### config.mk
export PLATFORM = sky130hd
export DESIGN_NAME = pam4_tx_top
export DESIGN_NICKNAME = d
export VERILOG_FILES = /design/src/pam4_tx_pkg.sv /design/src/pam4_tx_clk_en.sv /design/src/pam4_tx_regs.sv /design/src/pam4_symbol_gen.sv /design/src/srrc_lut_filter.sv /design/src/pam4_tx_top.sv
export VERILOG_INCLUDE_DIRS = /design/src
export SDC_FILE = /design/constraint.sdc
export NUM_CORES = 1
export LEC_CHECK = 0
export BUFFER_PORTS_ARGS = -buffer_cell sky130_fd_sc_hd__buf_2
export CAP_MARGIN = 20
export CORE_UTILIZATION = 60
export CTS_CLUSTER_DIAMETER = 120
export DETAILED_ROUTE_END_ITERATION = 10
export GPL_TIMING_DRIVEN = 0
export HOLD_SLACK_MARGIN = 0.02
export PLACE_DENSITY = 0.78
export SYNTH_ARGS = -nofsm -noshare
export SYNTH_HDL_FRONTEND = slang
export SYNTH_SLANG_ARGS = --single-unit
### constraint.sdc
create_clock -name clk -period 15.48 [get_ports clk]
set_input_delay 3.096 -clock clk [delete_from_list [all_inputs] [get_ports clk]]
set_output_delay 3.096 -clock clk [all_outputs]
set_load 0.005 [all_outputs]
### src/pam4_tx_config.svh
`ifndef PAM4_TX_CONFIG_SVH
`define PAM4_TX_CONFIG_SVH

// Filter span in symbols
`define PAM4_SPAN 8

// Samples per symbol
`define PAM4_SPS 4

// System clocks per output sample
`define PAM4_CLK_PER_SAM 4

// Output sample width
`define PAM4_SAM_W 18

// SRRC coefficient width
`define PAM4_COEF_W 16

// Span times samples per symbol, plus the single trailing tap
`define PAM4_NTAPS 33

`endif

### src/pam4_tx_pkg.sv
`default_nettype none

`include "pam4_tx_config.svh"

package pam4_tx_pkg;

    // Symbol codes, SYM_ZERO is the idle level
    typedef enum logic [2:0] {
        SYM_ZERO = 3'd0,
        SYM_P1   = 3'd1,
        SYM_P3   = 3'd2,
        SYM_N1   = 3'd3,
        SYM_N3   = 3'd4
    } sym_t;

    typedef enum logic [1:0] {
        MODE_PRBS    = 2'd0,
        MODE_FIXED   = 2'd1,
        MODE_IMPULSE = 2'd2
    } src_mode_t;

    // Wishbone register word addresses
    typedef enum logic [1:0] {
        REG_CTRL   = 2'd0,
        REG_FIXED  = 2'd1,
        REG_SEED   = 2'd2,
        REG_STATUS = 2'd3
    } reg_addr_t;

    // SRRC taps at 4 samples per symbol, centre tap at index 16
    parameter logic signed [`PAM4_COEF_W-1:0] srrc_coef [`PAM4_NTAPS] = '{
          16'sd160,    16'sd30,  -16'sd220,  -16'sd360,  -16'sd250,   16'sd120,
          16'sd520,   16'sd640,   16'sd260,  -16'sd480, -16'sd1160, -16'sd1180,
         -16'sd110,  16'sd2050,  16'sd4870,  16'sd7260,  16'sd8192,  16'sd7260,
         16'sd4870,  16'sd2050,  -16'sd110, -16'sd1180, -16'sd1160,  -16'sd480,
          16'sd260,   16'sd640,   16'sd520,   16'sd120,  -16'sd250,  -16'sd360,
         -16'sd220,    16'sd30,   16'sd160
    };

    // Amplitude of a symbol, undefined codes count as idle
    function automatic logic signed [2:0] sym_level(sym_t s);
        case (s)
            SYM_P1:  return 3'sd1;
            SYM_P3:  return 3'sd3;
            SYM_N1:  return -3'sd1;
            SYM_N3:  return -3'sd3;
            default: return 3'sd0;
        endcase
    endfunction

endpackage

`default_nettype wire

### src/pam4_tx_clk_en.sv
`timescale 1ns/1ps
`default_nettype none

`include "pam4_tx_config.svh"

module pam4_tx_clk_en (
    input  logic       clk,
    input  logic       reset,
    output logic       sam_en,
    output logic       sym_en,
    output logic [1:0] phase
);

    localparam int CPS   = `PAM4_CLK_PER_SAM;
    localparam int SPS   = `PAM4_SPS;
    localparam int CNT_W = (CPS > 1) ? $clog2(CPS) : 1;

    logic [CNT_W-1:0] clk_cnt;
    // Index of the next sample within its symbol
    logic [1:0]       sam_idx;

    always_ff @(posedge clk or posedge reset) begin
        if (reset) begin
            clk_cnt <= '0;
            sam_idx <= 2'd0;
            sam_en  <= 1'b0;
            sym_en  <= 1'b0;
            phase   <= 2'd0;
        end else if (clk_cnt == CNT_W'(CPS - 1)) begin
            clk_cnt <= '0;
            sam_en  <= 1'b1;
            sym_en  <= (sam_idx == 2'd0);
            phase   <= sam_idx;
            sam_idx <= (sam_idx == 2'(SPS - 1)) ? 2'd0 : sam_idx + 2'd1;
        end else begin
            clk_cnt <= clk_cnt + 1'b1;
            sam_en  <= 1'b0;
            sym_en  <= 1'b0;
        end
    end

    // Symbol strobe only on a phase 0 sample strobe
    a_sym_on_sam: assert property (@(posedge clk) disable iff (reset)
        sym_en |-> (sam_en && phase == 2'd0));

endmodule

`default_nettype wire

### src/pam4_tx_regs.sv
`timescale 1ns/1ps
`default_nettype none

module pam4_tx_regs (
    input  logic                    clk,
    input  logic                    reset,
    input  logic                    wb_cyc,
    input  logic                    wb_stb,
    input  logic                    wb_we,
    input  logic [1:0]              wb_adr,
    input  logic [15:0]             wb_dat_i,
    output logic [15:0]             wb_dat_o,
    output logic                    wb_ack,
    output logic                    enable,
    output pam4_tx_pkg::src_mode_t  mode,
    output pam4_tx_pkg::sym_t       fixed_sym,
    output logic [15:0]             seed,
    output logic                    seed_load,
    input  logic                    sym_issued
);

    logic        req;
    logic [15:0] rd_data;
    logic [15:0] sym_cnt;

    // New request, ack not yet given
    assign req = wb_cyc && wb_stb && !wb_ack;

    always_comb begin
        case (pam4_tx_pkg::reg_addr_t'(wb_adr))
            pam4_tx_pkg::REG_CTRL:   rd_data = {13'd0, mode, enable};
            pam4_tx_pkg::REG_FIXED:  rd_data = {13'd0, fixed_sym};
            pam4_tx_pkg::REG_SEED:   rd_data = seed;
            default:                 rd_data = sym_cnt;
        endcase
    end

    always_ff @(posedge clk or posedge reset) begin
        if (reset) begin
            wb_ack    <= 1'b0;
            wb_dat_o  <= 16'd0;
            enable    <= 1'b0;
            mode      <= pam4_tx_pkg::MODE_PRBS;
            fixed_sym <= pam4_tx_pkg::SYM_ZERO;
            seed      <= 16'h0001;
            seed_load <= 1'b0;
        end else begin
            wb_ack    <= req;
            seed_load <= 1'b0;
            if (req) begin
                wb_dat_o <= rd_data;
                if (wb_we) begin
                    case (pam4_tx_pkg::reg_addr_t'(wb_adr))
                        pam4_tx_pkg::REG_CTRL: begin
                            enable <= wb_dat_i[0];
                            mode   <= pam4_tx_pkg::src_mode_t'(wb_dat_i[2:1]);
                        end
                        pam4_tx_pkg::REG_FIXED: begin
                            fixed_sym <= pam4_tx_pkg::sym_t'(wb_dat_i[2:0]);
                        end
                        pam4_tx_pkg::REG_SEED: begin
                            // An all-zero LFSR would lock up
                            seed      <= (wb_dat_i == 16'd0) ? 16'h0001 : wb_dat_i;
                            seed_load <= 1'b1;
                        end
                        default: begin
                            // Status is read-only
                        end
                    endcase
                end
            end
        end
    end

    // Symbols issued since reset, wraps at 16 bits
    always_ff @(posedge clk or posedge reset) begin
        if (reset) begin
            sym_cnt <= 16'd0;
        end else if (sym_issued) begin
            sym_cnt <= sym_cnt + 16'd1;
        end
    end

    a_ack_in_cycle: assert property (@(posedge clk) disable iff (reset)
        wb_ack |-> (wb_cyc && wb_stb));

endmodule

`default_nettype wire

### src/pam4_symbol_gen.sv
`timescale 1ns/1ps
`default_nettype none

module pam4_symbol_gen (
    input  logic                    clk,
    input  logic                    reset,
    input  logic                    sym_en,
    input  logic                    enable,
    input  pam4_tx_pkg::src_mode_t  mode,
    input  pam4_tx_pkg::sym_t       fixed_sym,
    input  logic [15:0]             seed,
    input  logic                    seed_load,
    output pam4_tx_pkg::sym_t       sym,
    output logic                    sym_issued
);

    logic [15:0] lfsr;
    logic        lfsr_fb;
    logic        imp_done;

    // Fibonacci taps 16, 14, 13, 11
    assign lfsr_fb = lfsr[15] ^ lfsr[13] ^ lfsr[12] ^ lfsr[10];

    function automatic pam4_tx_pkg::sym_t bits_to_sym(logic [1:0] b);
        case (b)
            2'b00:   return pam4_tx_pkg::SYM_N3;
            2'b01:   return pam4_tx_pkg::SYM_N1;
            2'b10:   return pam4_tx_pkg::SYM_P1;
            default: return pam4_tx_pkg::SYM_P3;
        endcase
    endfunction

    always_ff @(posedge clk or posedge reset) begin
        if (reset) begin
            lfsr       <= 16'h0001;
            imp_done   <= 1'b0;
            sym        <= pam4_tx_pkg::SYM_ZERO;
            sym_issued <= 1'b0;
        end else begin
            sym_issued <= 1'b0;
            if (seed_load) begin
                lfsr <= seed;
            end
            // Impulse rearms whenever it is not the active mode
            if (!enable || mode != pam4_tx_pkg::MODE_IMPULSE) begin
                imp_done <= 1'b0;
            end
            if (sym_en) begin
                if (!enable) begin
                    sym <= pam4_tx_pkg::SYM_ZERO;
                end else begin
                    sym_issued <= 1'b1;
                    case (mode)
                        pam4_tx_pkg::MODE_PRBS: begin
                            sym <= bits_to_sym(lfsr[1:0]);
                            if (!seed_load) begin
                                lfsr <= {lfsr[14:0], lfsr_fb};
                            end
                        end
                        pam4_tx_pkg::MODE_FIXED: begin
                            // Undefined codes from the register go out as idle
                            if (fixed_sym inside {pam4_tx_pkg::SYM_P1, pam4_tx_pkg::SYM_P3,
                                                  pam4_tx_pkg::SYM_N1, pam4_tx_pkg::SYM_N3}) begin
                                sym <= fixed_sym;
                            end else begin
                                sym <= pam4_tx_pkg::SYM_ZERO;
                            end
                        end
                        pam4_tx_pkg::MODE_IMPULSE: begin
                            sym      <= imp_done ? pam4_tx_pkg::SYM_ZERO : pam4_tx_pkg::SYM_P3;
                            imp_done <= 1'b1;
                        end
                        default: begin
                            sym <= pam4_tx_pkg::SYM_ZERO;
                        end
                    endcase
                end
            end
        end
    end

endmodule

`default_nettype wire

### src/srrc_lut_filter.sv
`timescale 1ns/1ps
`default_nettype none

`include "pam4_tx_config.svh"

module srrc_lut_filter (
    input  logic                          clk,
    input  logic                          reset,
    input  logic                          sam_en,
    input  logic                          sym_en,
    input  logic [1:0]                    phase,
    input  pam4_tx_pkg::sym_t             sym,
    output logic signed [`PAM4_SAM_W-1:0] sample,
    output logic                          sample_valid
);

    localparam int SPAN  = `PAM4_SPAN;
    localparam int SPS   = `PAM4_SPS;
    localparam int SW    = `PAM4_SAM_W;
    localparam int NSYM  = 5;
    localparam int ACC_W = SW + $clog2(SPAN + 1);

    localparam logic signed [ACC_W-1:0] SAT_MAX = (2 ** (SW - 1)) - 1;
    localparam logic signed [ACC_W-1:0] SAT_MIN = -(2 ** (SW - 1));

    // Taps past the end of the table read as zero
    function automatic int tap_coef(int idx);
        if (idx >= `PAM4_NTAPS) begin
            return 0;
        end
        return int'(pam4_tx_pkg::srrc_coef[idx]);
    endfunction

    pam4_tx_pkg::sym_t        hist [SPAN + 1];
    logic signed [SW-1:0]     slot_prod [SPAN + 1];
    logic signed [ACC_W-1:0]  acc;
    logic signed [SW-1:0]     acc_sat;
    logic [1:0]               phase_q;
    logic                     sum_pend;

    // Symbol history, slot 0 is the newest symbol
    always_ff @(posedge clk or posedge reset) begin
        if (reset) begin
            for (int k = 0; k <= SPAN; k++) begin
                hist[k] <= pam4_tx_pkg::SYM_ZERO;
            end
        end else if (sym_en) begin
            hist[0] <= sym;
            for (int k = 1; k <= SPAN; k++) begin
                hist[k] <= hist[k-1];
            end
        end
    end

    // One product table per slot, indexed by phase and symbol code
    for (genvar k = 0; k <= SPAN; k++) begin : g_slot
        logic signed [SW-1:0] tab [SPS][NSYM];

        for (genvar p = 0; p < SPS; p++) begin : g_phase
            localparam int C = tap_coef(SPS * k + p);

            assign tab[p][pam4_tx_pkg::SYM_ZERO] = '0;
            assign tab[p][pam4_tx_pkg::SYM_P1]   = SW'(C);
            assign tab[p][pam4_tx_pkg::SYM_P3]   = SW'(3 * C);
            assign tab[p][pam4_tx_pkg::SYM_N1]   = SW'(-C);
            assign tab[p][pam4_tx_pkg::SYM_N3]   = SW'(-3 * C);
        end

        assign slot_prod[k] = (hist[k] <= pam4_tx_pkg::SYM_N3) ?
                              tab[phase_q][hist[k]] : '0;
    end

    // Sum of all slot products
    always_comb begin
        acc = '0;
        for (int k = 0; k <= SPAN; k++) begin
            acc = acc + ACC_W'(slot_prod[k]);
        end
    end

    always_comb begin
        if (acc > SAT_MAX) begin
            acc_sat = SAT_MAX[SW-1:0];
        end else if (acc < SAT_MIN) begin
            acc_sat = SAT_MIN[SW-1:0];
        end else begin
            acc_sat = acc[SW-1:0];
        end
    end

    // Phase is latched with the sample strobe, output follows one clock later
    always_ff @(posedge clk or posedge reset) begin
        if (reset) begin
            phase_q      <= 2'd0;
            sum_pend     <= 1'b0;
            sample       <= '0;
            sample_valid <= 1'b0;
        end else begin
            sum_pend     <= sam_en;
            sample_valid <= sum_pend;
            if (sam_en) begin
                phase_q <= phase;
            end
            if (sum_pend) begin
                sample <= acc_sat;
            end
        end
    end

    a_hist_defined: assert property (@(posedge clk) disable iff (reset)
        sym_en |=> hist[0] inside {pam4_tx_pkg::SYM_ZERO, pam4_tx_pkg::SYM_P1,
                                   pam4_tx_pkg::SYM_P3, pam4_tx_pkg::SYM_N1,
                                   pam4_tx_pkg::SYM_N3});

endmodule

`default_nettype wire

### src/pam4_tx_top.sv
`timescale 1ns/1ps
`default_nettype none

`include "pam4_tx_config.svh"

module pam4_tx_top (
    input  logic                          clk,
    input  logic                          reset,
    input  logic                          wb_cyc,
    input  logic                          wb_stb,
    input  logic                          wb_we,
    input  logic [1:0]                    wb_adr,
    input  logic [15:0]                   wb_dat_i,
    output logic [15:0]                   wb_dat_o,
    output logic                          wb_ack,
    output logic signed [`PAM4_SAM_W-1:0] sample,
    output logic                          sample_valid
);

    logic                   enable;
    pam4_tx_pkg::src_mode_t mode;
    pam4_tx_pkg::sym_t      fixed_sym;
    logic [15:0]            seed;
    logic                   seed_load;
    logic                   sym_issued;
    logic                   sam_en;
    logic                   sym_en;
    logic [1:0]             phase;
    pam4_tx_pkg::sym_t      sym;

    pam4_tx_regs regs_i (
        .clk        (clk),
        .reset      (reset),
        .wb_cyc     (wb_cyc),
        .wb_stb     (wb_stb),
        .wb_we      (wb_we),
        .wb_adr     (wb_adr),
        .wb_dat_i   (wb_dat_i),
        .wb_dat_o   (wb_dat_o),
        .wb_ack     (wb_ack),
        .enable     (enable),
        .mode       (mode),
        .fixed_sym  (fixed_sym),
        .seed       (seed),
        .seed_load  (seed_load),
        .sym_issued (sym_issued)
    );

    pam4_tx_clk_en clk_en_i (
        .clk    (clk),
        .reset  (reset),
        .sam_en (sam_en),
        .sym_en (sym_en),
        .phase  (phase)
    );

    pam4_symbol_gen symbol_gen_i (
        .clk        (clk),
        .reset      (reset),
        .sym_en     (sym_en),
        .enable     (enable),
        .mode       (mode),
        .fixed_sym  (fixed_sym),
        .seed       (seed),
        .seed_load  (seed_load),
        .sym        (sym),
        .sym_issued (sym_issued)
    );

    srrc_lut_filter filter_i (
        .clk          (clk),
        .reset        (reset),
        .sam_en       (sam_en),
        .sym_en       (sym_en),
        .phase        (phase),
        .sym          (sym),
        .sample       (sample),
        .sample_valid (sample_valid)
    );

endmodule

`default_nettype wire

==> results of run 1 <==
==> how the worst max path moves through the flow <==
stage,endpoint
finish,filter_i.sample[3]
CTS,filter_i.sample[3]
floorplan,filter_i.sample[4]
global placement,filter_i.sample[3]
detailed placement,filter_i.sample[3]
global route,filter_i.sample[3]
==> power by group through the flow <==
stage / Sequential [mW] / Combinational [mW] / Clock, mW
2_1_floorplan: 0.449 / 0.187 / 0
3_3_place_gp: 0.454 / 0.256 / 0
3_5_place_dp: 0.455 / 0.265 / 0
4_1_cts: 0.450 / 0.268 / 0.446
5_1_grt: 0.457 / 0.299 / 0.459
6_report: 0.450 / 0.266 / 0.444
==> worst register-to-register path, delay by kind of cell, from the launching register on <==
family | cells | cell delay, ns
simple gates | 3 | 0.54
buf+inv | 7 | 2.49
compound gates | 14 | 3.46
flops | 1 | 0.54
fa+ha+maj | 9 | 4.15
==> final cells by class <==
| type | count | area [um^2] | share of cell area, % |
|---|---|---|---|
| Sequential cell | 134 | 3360 | 25.0 |
| Timing Repair Buffer | 57 | 308 | 2.29 |
| Buffer | 74 | 294 | 2.19 |
| Multi-Input combinational cell | 925 | 7780 | 58.0 |
| Inverter | 195 | 737 | 5.49 |
| Clock buffer | 17 | 425 | 3.17 |
| Clock inverter | 15 | 196 | 1.46 |
| Tap cell | 265 | 332 | 2.47 |
==> through the flow <==
stage               total power [mW]  util (%)  cells  setup slack [ns]  hold WS (ns)
finish                          1.16      68.3   1682              4.17         0.433
global route                    1.22      68.3   1682              3.83         0.455
CTS                             1.16      68.3   1682              4.46         0.438
detailed placement             0.721      65.2   1650              4.50         0.426
global placement               0.710      65.0   1649              4.55         0.416
floorplan                      0.636         -   1328              6.53         0.403
==> per-layer routing <==
layer / global-route usage, % / wire length [um] / up-vias / share of wire (%)
li1: - / - / 4640 / -
met1: 43.4 / 13500 / 4839 / 42
met2: 51.2 / 14700 / 459 / 46
met3: 6.99 / 2650 / 83 / 8.3
met4: 12.9 / 1070 / 0 / 3.4
met5: 0 / 0 / - / 0
==> flip-flops by register name, indices dropped and copies added, names as in the netlist, 3 cells and up <==
signal             count
symbol_gen_i.lfsr     16
regs_i.wb_dat_o       16
symbol_gen_i.sym       3
regs_i.seed           16
regs_i.sym_cnt        16
filter_i.hist         27
regs_i.fixed_sym       3
filter_i.sample       18
==> kinds of logic after synthesis <==
group                    count (synthesis)  share of synthesized area (%)
AO/OA/AOI/OAI                          315                           17.8
AND/OR/NAND/NOR                        302                           11.4
buffers and inverters                  269                           8.43
adder cells (fa/ha/maj)                157                           22.2
flip-flops                             134                           27.6
multiplexers                            90                           8.18
XOR/XNOR                                61                           4.39
==> placed cells by master (no fill, tap or decap), types with 57 or more instances in the layout <==
master,n
nand2_1,107
fa_1,98
dfrtp_1,132
buf_2,57
ha_1,59
nor2_1,87
inv_1,189
a21oi_1,91
clkbuf_1,66
o21ai_0,63
==> synthesized netlist by cell type, drive strengths merged, types with 4 or more instances <==
| cell type | n |
|---|---|
| o21bai | 7 |
| ha | 59 |
| o221ai | 4 |
| o22ai | 19 |
| a211oi | 5 |
| nor3b | 6 |
| o22a | 8 |
| and3 | 10 |
| inv | 190 |
| or2 | 11 |
| nor2b | 15 |
| and2 | 5 |
| o21a | 4 |
| a31oi | 4 |
| a21o | 19 |
| nand4 | 7 |
| fa | 98 |
| xnor2 | 41 |
| o21ai | 66 |
| nor4 | 5 |
| o311ai | 15 |
| nand2b | 16 |
| buf | 8 |
| nand3 | 13 |
| a22oi | 13 |
| a21oi | 93 |
| xor2 | 20 |
| nor3 | 14 |
| a2bb2oi | 6 |
| dfrtp | 132 |
| nand2 | 107 |
| clkinv | 5 |
| mux2 | 45 |
| clkbuf | 66 |
| nor2 | 87 |
| o31ai | 7 |
| mux2i | 42 |
| a211o | 5 |
| a22o | 14 |
==> metrics, run 1 <==
drt pass-1 iters=7; Worst Clk Skew=0.0113 ns; first-pass GRT wire length=50700 um; top cells by area, synth=dfrtp_1 (27%), fa_1 (16%), ha_1 (6.1%); crit path kind=reg -> reg; number of max-cap violations=0; r2r setup slk=4.17 ns; synth warn=0; ys flop type=dfrtp_1; peak per-stage delay on the critical path=0.62 ns; share of cells above drive strength 1=12.1%; WL/cell=18.9 um; DIE AREA=0.0209 mm^2; Overflow after GRT=0; slew margin rel.=42.0%; Comb pwr share=22.9%; Hold Path End=clk_en_i.clk_cnt[0]; CP dominant cell by count=fa_1; largest net degree at the start of global routing=102; worst hold path type=reg -> reg; Core Region=0.0197 mm^2; synth unique cells=71; Crit. Startpoint=filter_i.phase_q[1]; CTS sink cnt=134; Root Driver=clkbuf_16; Post-synth EDFFs=0; sequential area share after synthesis=27.6%; Levels on crit path=33; Clock transition at path regs=0.07 ns; Setup TNS=0 ns; gpl congestion=1.01; # H-tree levels=4; RR Endpoint=filter_i.sample[3]; final hold vios=0; deepest clock path buffer count=2; Final Max Tran Viols=0; hold_sp=clk_en_i.clk_cnt[0]; switching share of power=32.7%; Synth Register Bits=134; CP Launch Type=flop; Fmax achieved=88.4 MHz; status=completed; leakage power=6.41 nW; Crit path required time=15.77 ns; # resized after CTS=0; Filler cells=1604; Die Height=144 um; Final Setup Violations=0; setup bufs post-CTS=0; Sw Pwr=379 uW; clock power share=38.3%; Chip Width=144 um; worst reg-to-reg path cell count=33; Avg Inst Size Synth=9.16 um^2; initial antenna violation count=0; worst skew pair latency=0.44 ns; RR Startpoint=filter_i.phase_q[1]; Ports=59; Net Count, Synth=1508; GRT Util Overall=32.4%; pin slew with the least headroom to its limit=0.870 ns; top-area cell type share of the netlist area=27.1%; via/cell ratio=5.96; RSZ-0062 raised after global routing=false; n_diodes=0; sequential cell fraction of total power=38.8%; internal power=781 uW; crit path DAT=11.61 ns; vias in the first global route=9738; Crit Path Max Fanout=13; Area Overhead vs Synth=10.4%; PwrDens=86.4 mW/mm^2; crit path buf inv count=7; fin nets=1584; Worst path slowest cell=ha_1; post-DP HPWL=23900 um; final wirelength=31900 um; largest area contributor in the netlist=dfrtp_1; Syn Inst Count=1328; fin area=0.0134 mm^2; row count=51; Peak VDD IR=0.0764 mV; CTS tree=yes; cts hold-fix bufs=0; DR iter-0 viols=955; Worst setup EP type=flop; part of the cycle the worst path needs=73.1%; initial core utilization=61.9%; CTS buffer count=17; Post-Syn Area=0.0122 mm^2; Hold Crit Depth=1; ANT nets after route=0; via count=10000; drt drc=0; minimum clock period=11.31 ns; async set-reset flop share out of synthesis=100%; Port Buffers=56; Crit path max-delay family=adder cells; Post-DP Area=0.0128 mm^2
Note: power is estimated with default switching activity, not from simulation.
==> inputs of run 2 (changes only) <==
==> constraint.sdc (replaced) <==
create_clock -name clk -period 10.6 [get_ports clk]
set_input_delay 2.12 -clock clk [delete_from_list [all_inputs] [get_ports clk]]
set_output_delay 2.12 -clock clk [all_outputs]
set_load 0.005 [all_outputs]
==> run 2 against run 1 <==
Effect of this change: wire length shrank 0.13%; combinational power grew 46%; via count grew 0.12%; sequential power grew 46%; maximum frequency grew 12%; count of clock-buffer cells in the layout is the same; critical endpoint unchanged; largest cell class unchanged.
==> metrics, run 2 (synthesis results as in run 1) <==
status=completed; most frequent cells in the layout=inv_1 (189), dfrtp_1 (132), nand2_1 (107); PwrDens=126 mW/mm^2 (+46%); n_diodes=0 (unchanged); Placed Cells=1650 (unchanged); commonest non-fill, non-tap cell in the layout=inv_1; Port Buffers=56 (unchanged); WL/cell=18.9 um (-0.13%); Overflow after GRT=0 (unchanged); CP Launch Type=flop; post-place setup slack=-0.378 ns (-4.88 ns); Largest regs=filter_i.hist: 27 flops, filter_i.sample: 18 flops; GRT Util Overall=32.4% (about the same); multi-input logic area=0.00778 mm^2 (unchanged); Crit path required time=10.89 ns (-4.88 ns); minimum clock period=10.11 ns (-1.20 ns); Ports=59 (unchanged); setup bufs post-CTS=0 (unchanged); Root Driver=clkbuf_16; DR iter-0 viols=912 (-4.5%); drt drc=0 (unchanged); Core Region=0.0197 mm^2 (unchanged); Peak VDD IR=0.111 mV (+46%); CP dominant cell by count=fa_1; worst hold path type=reg -> reg; Worst Clk Skew=0.0104 ns (-0.000932 ns); fin worst setup slack=0.490 ns (-3.68 ns); part of the cycle the worst path needs=95.4% (+22 points); Post-DP Area=0.0128 mm^2 (unchanged); pin slew with the least headroom to its limit=0.853 ns (-0.0171 ns); Area Overhead vs Synth=10.5% (about the same); drt pass-1 iters=6 (-1); Chip Width=144 um (unchanged); via/cell ratio=5.96 (+0.12%); peak per-stage delay on the critical path=0.55 ns (-0.07 ns); Worst setup EP type=flop; first-pass GRT wire length=50700 um (about the same); leakage power=6.43 nW (+0.26%); final cell count without fillers=1682 (unchanged); Fmax achieved=98.9 MHz (+12%); CTS tree=yes; final wirelength=31800 um (-0.13%); fin area=0.0134 mm^2 (about the same); via count=10000 (+0.12%); Crit Path Max Fanout=10 (-3); initial antenna violation count=0 (unchanged); max reg flops=27 (unchanged); slew margin rel.=43.1% (+1.1 points); share of cells above drive strength 1=12.4% (+0.35 points); post-DP HPWL=23900 um (unchanged); DIE AREA=0.0209 mm^2 (unchanged); vias in the first global route=9735 (-0.031%); Filler cells=1599 (-0.31%); fin util=68.4% (about the same); worst skew pair latency=0.44 ns (about the same); CTS buffer count=17 (unchanged); cts hold-fix bufs=0 (unchanged); final hold vios=0 (unchanged); ANT nets after route=0 (unchanged); register area=0.00336 mm^2 (unchanged); crit path DAT=10.40 ns (-1.21 ns); Final Max Tran Viols=0 (unchanged); crit path kind=reg -> reg; number of max-cap violations=0 (unchanged); deepest clock path buffer count=2 (unchanged); row count=51 (unchanged); largest net degree at the start of global routing=102 (unchanged); RSZ-0062 raised after global routing=false; # H-tree levels=4 (unchanged); Die Height=144 um (unchanged); CTS sink cnt=134 (unchanged); initial core utilization=61.9% (unchanged); gpl congestion=1.01 (unchanged); Final Setup Violations=0 (unchanged); Clock transition at path regs=0.07 ns (about the same); Worst path slowest cell=fa_1; fin nets=1584 (unchanged); Top reg by flops=filter_i.hist; Setup TNS=0 ns (unchanged)
run 2: cell count changes in the layout (fill, tap and decap cells not counted), sizes merged:
cell    delta
inv        +1
clkinv     -1
run 2: timing repair:
action | in CTS | in global routing
resized for setup | 2 | 7
pin swaps | 0 | 0
endpoints found under the hold margin | 0 | 0
cloned | 0 | 0
setup endpoints to repair | 17 | 17
run 2: final timing paths:
kind / startpoint / end / slack [ns] / cells after the start
worst max-delay path: filter_i.phase_q[0] / filter_i.sample[3] / 0.49 / 33
worst min-delay path: clk_en_i.clk_cnt[0] / clk_en_i.clk_cnt[0] / 0.43 / 1
worst max register to register: filter_i.phase_q[0] / filter_i.sample[3] / 0.49 / 33
worst min register to register: clk_en_i.clk_cnt[0] / clk_en_i.clk_cnt[0] / 0.43 / 1
max in group asynchronous: reset / symbol_gen_i.lfsr[0] / 8.11 / 3
min in group asynchronous: reset / clk_en_i.sam_en / 1.67 / 2
run 2: worst max-delay path: cells and delay by family (launching register included):
kind	cells	cell delay, ns
DFF	1	0.46
AOI/OAI and AO/OA	14	3.41
adders and majority gates	9	3.95
buffers and inverters	7	1.58
and+or+nand+nor	3	0.54
run 2: metal layers:
metal / up-vias / GRT usage (%) / routed length [um]
li1: 4635 / - / -
met3: 99 / 7.02 / 2800
met4: 0 / 13.0 / 1150
met1: 4798 / 43.5 / 13300
met2: 501 / 51.1 / 14500
met5: - / 0 / 0
run 2: cell type report:
type / instances / area share [%]
Clock inverter: 15 / 1.46
Inverter: 195 / 5.50
Timing Repair Buffer: 57 / 2.29
Tap cell: 265 / 2.47
Multi-Input combinational cell: 925 / 57.9
Sequential cell: 134 / 25.0
Clock buffer: 17 / 3.17
Buffer: 74 / 2.22
run 2: per-stage QoR:
step           power, mW  hold slack, ns
6_report            1.69           0.432
4_1_cts             1.70           0.438
3_5_place_dp        1.05           0.426
3_3_place_gp        1.04           0.416
5_1_grt             1.77           0.455
2_1_floorplan      0.929           0.403
run 2: where the power goes:
group          switching [mW]  internal (mW)
clock                   0.284          0.362
sequential             0.0611          0.597
combinational           0.206          0.182
==> inputs of run 3 (changes only) <==
--- a/config.mk
+++ b/config.mk
@@ -8,12 +8,13 @@
 export LEC_CHECK = 0
 export BUFFER_PORTS_ARGS = -buffer_cell sky130_fd_sc_hd__buf_2
 export CAP_MARGIN = 20
-export CORE_UTILIZATION = 60
+export CORE_UTILIZATION = 58
 export CTS_CLUSTER_DIAMETER = 120
 export DETAILED_ROUTE_END_ITERATION = 10
 export GPL_TIMING_DRIVEN = 0
 export HOLD_SLACK_MARGIN = 0.02
-export PLACE_DENSITY = 0.78
+export MAX_ROUTING_LAYER = met4
+export PLACE_DENSITY = 0.76
 export SYNTH_ARGS = -nofsm -noshare
 export SYNTH_HDL_FRONTEND = slang
 export SYNTH_SLANG_ARGS = --single-unit
==> run 3 against run 2 <==
Effect of this change: combinational power barely moved; global-route usage grew 1.2 points; sequential power is essentially flat; highest routed layer unchanged.
==> metrics, run 3 (synthesis results as in run 1) <==
status=completed; share of cells above drive strength 1=12.5% (+0.071 points); # H-tree levels=4 (unchanged); PwrDens=126 mW/mm^2 (+0.33%); Ports=59 (unchanged); vias in the first global route=9882 (+1.5%); Crit path required time=10.88 ns (about the same); fin area=0.0135 mm^2 (+0.13%); via/cell ratio=5.98 (+0.33%); GRT Max-Usage Layer=met2; Fmax achieved=98.1 MHz (-0.84%); initial antenna violation count=0 (unchanged); post-place setup slack=-0.491 ns (-0.113 ns); max reg flops=27 (unchanged); Area Overhead vs Synth=10.6%; part of the cycle the worst path needs=96.2% (+0.81 points); Die Height=147 um (+1.7%); DR iter-0 viols=876 (-3.9%); leakage power=6.43 nW (about the same); pin slew with the least headroom to its limit=0.853 ns (+0.000149 ns); CTS tree=yes; CTS sink cnt=134 (unchanged); Peak VDD IR=0.102 mV (-8.7%); cts hold-fix bufs=0 (unchanged); Core Region=0.0204 mm^2 (+3.9%); via count=10100 (+0.63%); GRT met2 Usage=51.7% (+0.54 points); first-pass GRT wire length=53900 um (+6.2%); peak per-stage delay on the critical path=0.54 ns (about the same); largest net degree at the start of global routing=100 (-2.0%); worst hold path type=reg -> reg; most frequent cells in the layout=inv_1 (189), dfrtp_1 (132), nand2_1 (107); WL/cell=19.8 um (+4.5%); WHS=0.427 ns (-0.00561 ns); final hold vios=0 (unchanged); met1 Use GR=44.2% (+0.76 points); multi-input logic area=0.00779 mm^2 (about the same); n_diodes=0 (unchanged); final wirelength=33300 um (+4.8%); Final Setup Violations=0 (unchanged); gpl congestion=0.972 (-3.7%); fin nets=1584 (unchanged); drt drc=0 (unchanged); CP dominant cell by count=fa_1; minimum clock period=10.20 ns (+0.0859 ns); Filler cells=1715 (+7.3%); fin worst setup slack=0.404 ns (-0.0859 ns); slew margin rel.=43.1% (about the same); routing usage on met3=5.62% (-1.4 points); Top reg by flops=filter_i.hist; crit path kind=reg -> reg; setup bufs post-CTS=0 (unchanged); deepest clock path buffer count=2 (unchanged); RSZ-0062 raised after global routing=false; Worst Clk Skew=0.0130 ns (+0.00264 ns); ANT nets after route=0 (unchanged); fin util=65.9% (-2.5 points); Largest regs=filter_i.hist: 27 flops, filter_i.sample: 18 flops; GRT Util Overall=33.7% (+1.2 points); Placed Cells=1655 (+0.30%); drt pass-1 iters=5 (-1); Clock transition at path regs=0.07 ns (about the same); Worst setup EP type=flop; row count=52 (+2.0%); Post-DP Area=0.0128 mm^2 (about the same); Final Max Tran Viols=0 (unchanged); DIE AREA=0.0216 mm^2 (+3.4%); Port Buffers=56 (unchanged); Setup TNS=0 ns (unchanged); CTS buffer count=17 (unchanged); commonest non-fill, non-tap cell in the layout=inv_1; Overflow after GRT=0 (unchanged); Root Driver=clkbuf_16; Chip Width=147 um (+1.7%); number of max-cap violations=0 (unchanged); initial core utilization=59.6% (-2.4 points); post-DP HPWL=24900 um (+4.0%); worst skew pair latency=0.43 ns (about the same); crit path DAT=10.48 ns (+0.08 ns); CP Launch Type=flop; Worst path slowest cell=fa_1; register area=0.00336 mm^2 (unchanged); final cell count without fillers=1687 (+0.30%); total power=1.70 mW (+0.46%); Crit Path Max Fanout=10 (unchanged)
[run 3: cell types whose count changed in the layout (fill, tap and decap cells not counted), sizes merged]
cell,change
clkinv,+1
inv,-1
[run 3: final cells by class]
cell class	count	area share, %
Clock buffer	17	3.16
Sequential cell	134	24.9
Multi-Input combinational cell	925	57.9
Timing Repair Buffer	57	2.29
Clock inverter	15	1.52
Buffer	74	2.22
Tap cell	270	2.51
Inverter	195	5.49
[run 3: where the power goes]
part / switching [mW] / total (mW) / internal, mW
Clock: 0.288 / 0.652 / 0.364
Combinational: 0.207 / 0.391 / 0.183
Sequential: 0.0611 / 0.658 / 0.597
[run 3: worst max-delay path, delay by kind of cell (launching register included)]
| family | cells | cell delay (ns) |
|---|---|---|
| simple gates | 3 | 0.57 |
| buf+inv | 7 | 1.69 |
| compound gates | 14 | 3.37 |
| flops | 1 | 0.46 |
| fa+ha+maj | 9 | 3.95 |
[run 3: final timing paths]
check | startpoint | endpoint | slack, ns | cells after the start
max reg2reg | filter_i.phase_q[0] | filter_i.sample[4] | 0.40 | 33
min | clk_en_i.clk_cnt[0] | clk_en_i.clk_cnt[0] | 0.43 | 1
max in group asynchronous | reset | regs_i.seed[0] | 8.12 | 3
min reg2reg | clk_en_i.clk_cnt[0] | clk_en_i.clk_cnt[0] | 0.43 | 1
max | filter_i.phase_q[0] | filter_i.sample[4] | 0.40 | 33
min in group asynchronous | reset | filter_i.sum_pend | 1.68 | 2
[run 3: timing repair]
action                     4_1_cts  5_1_grt
gates resized for setup          2        8
setup endpoints to repair       17       17
pin swaps                        0        0
[run 3: metal layers]
metal,part of all wire [%],vias to the layer above
li1,-,4634
met1,43,4905
met2,46,466
met3,7.6,91
met4,3.7,0
met5,0,-
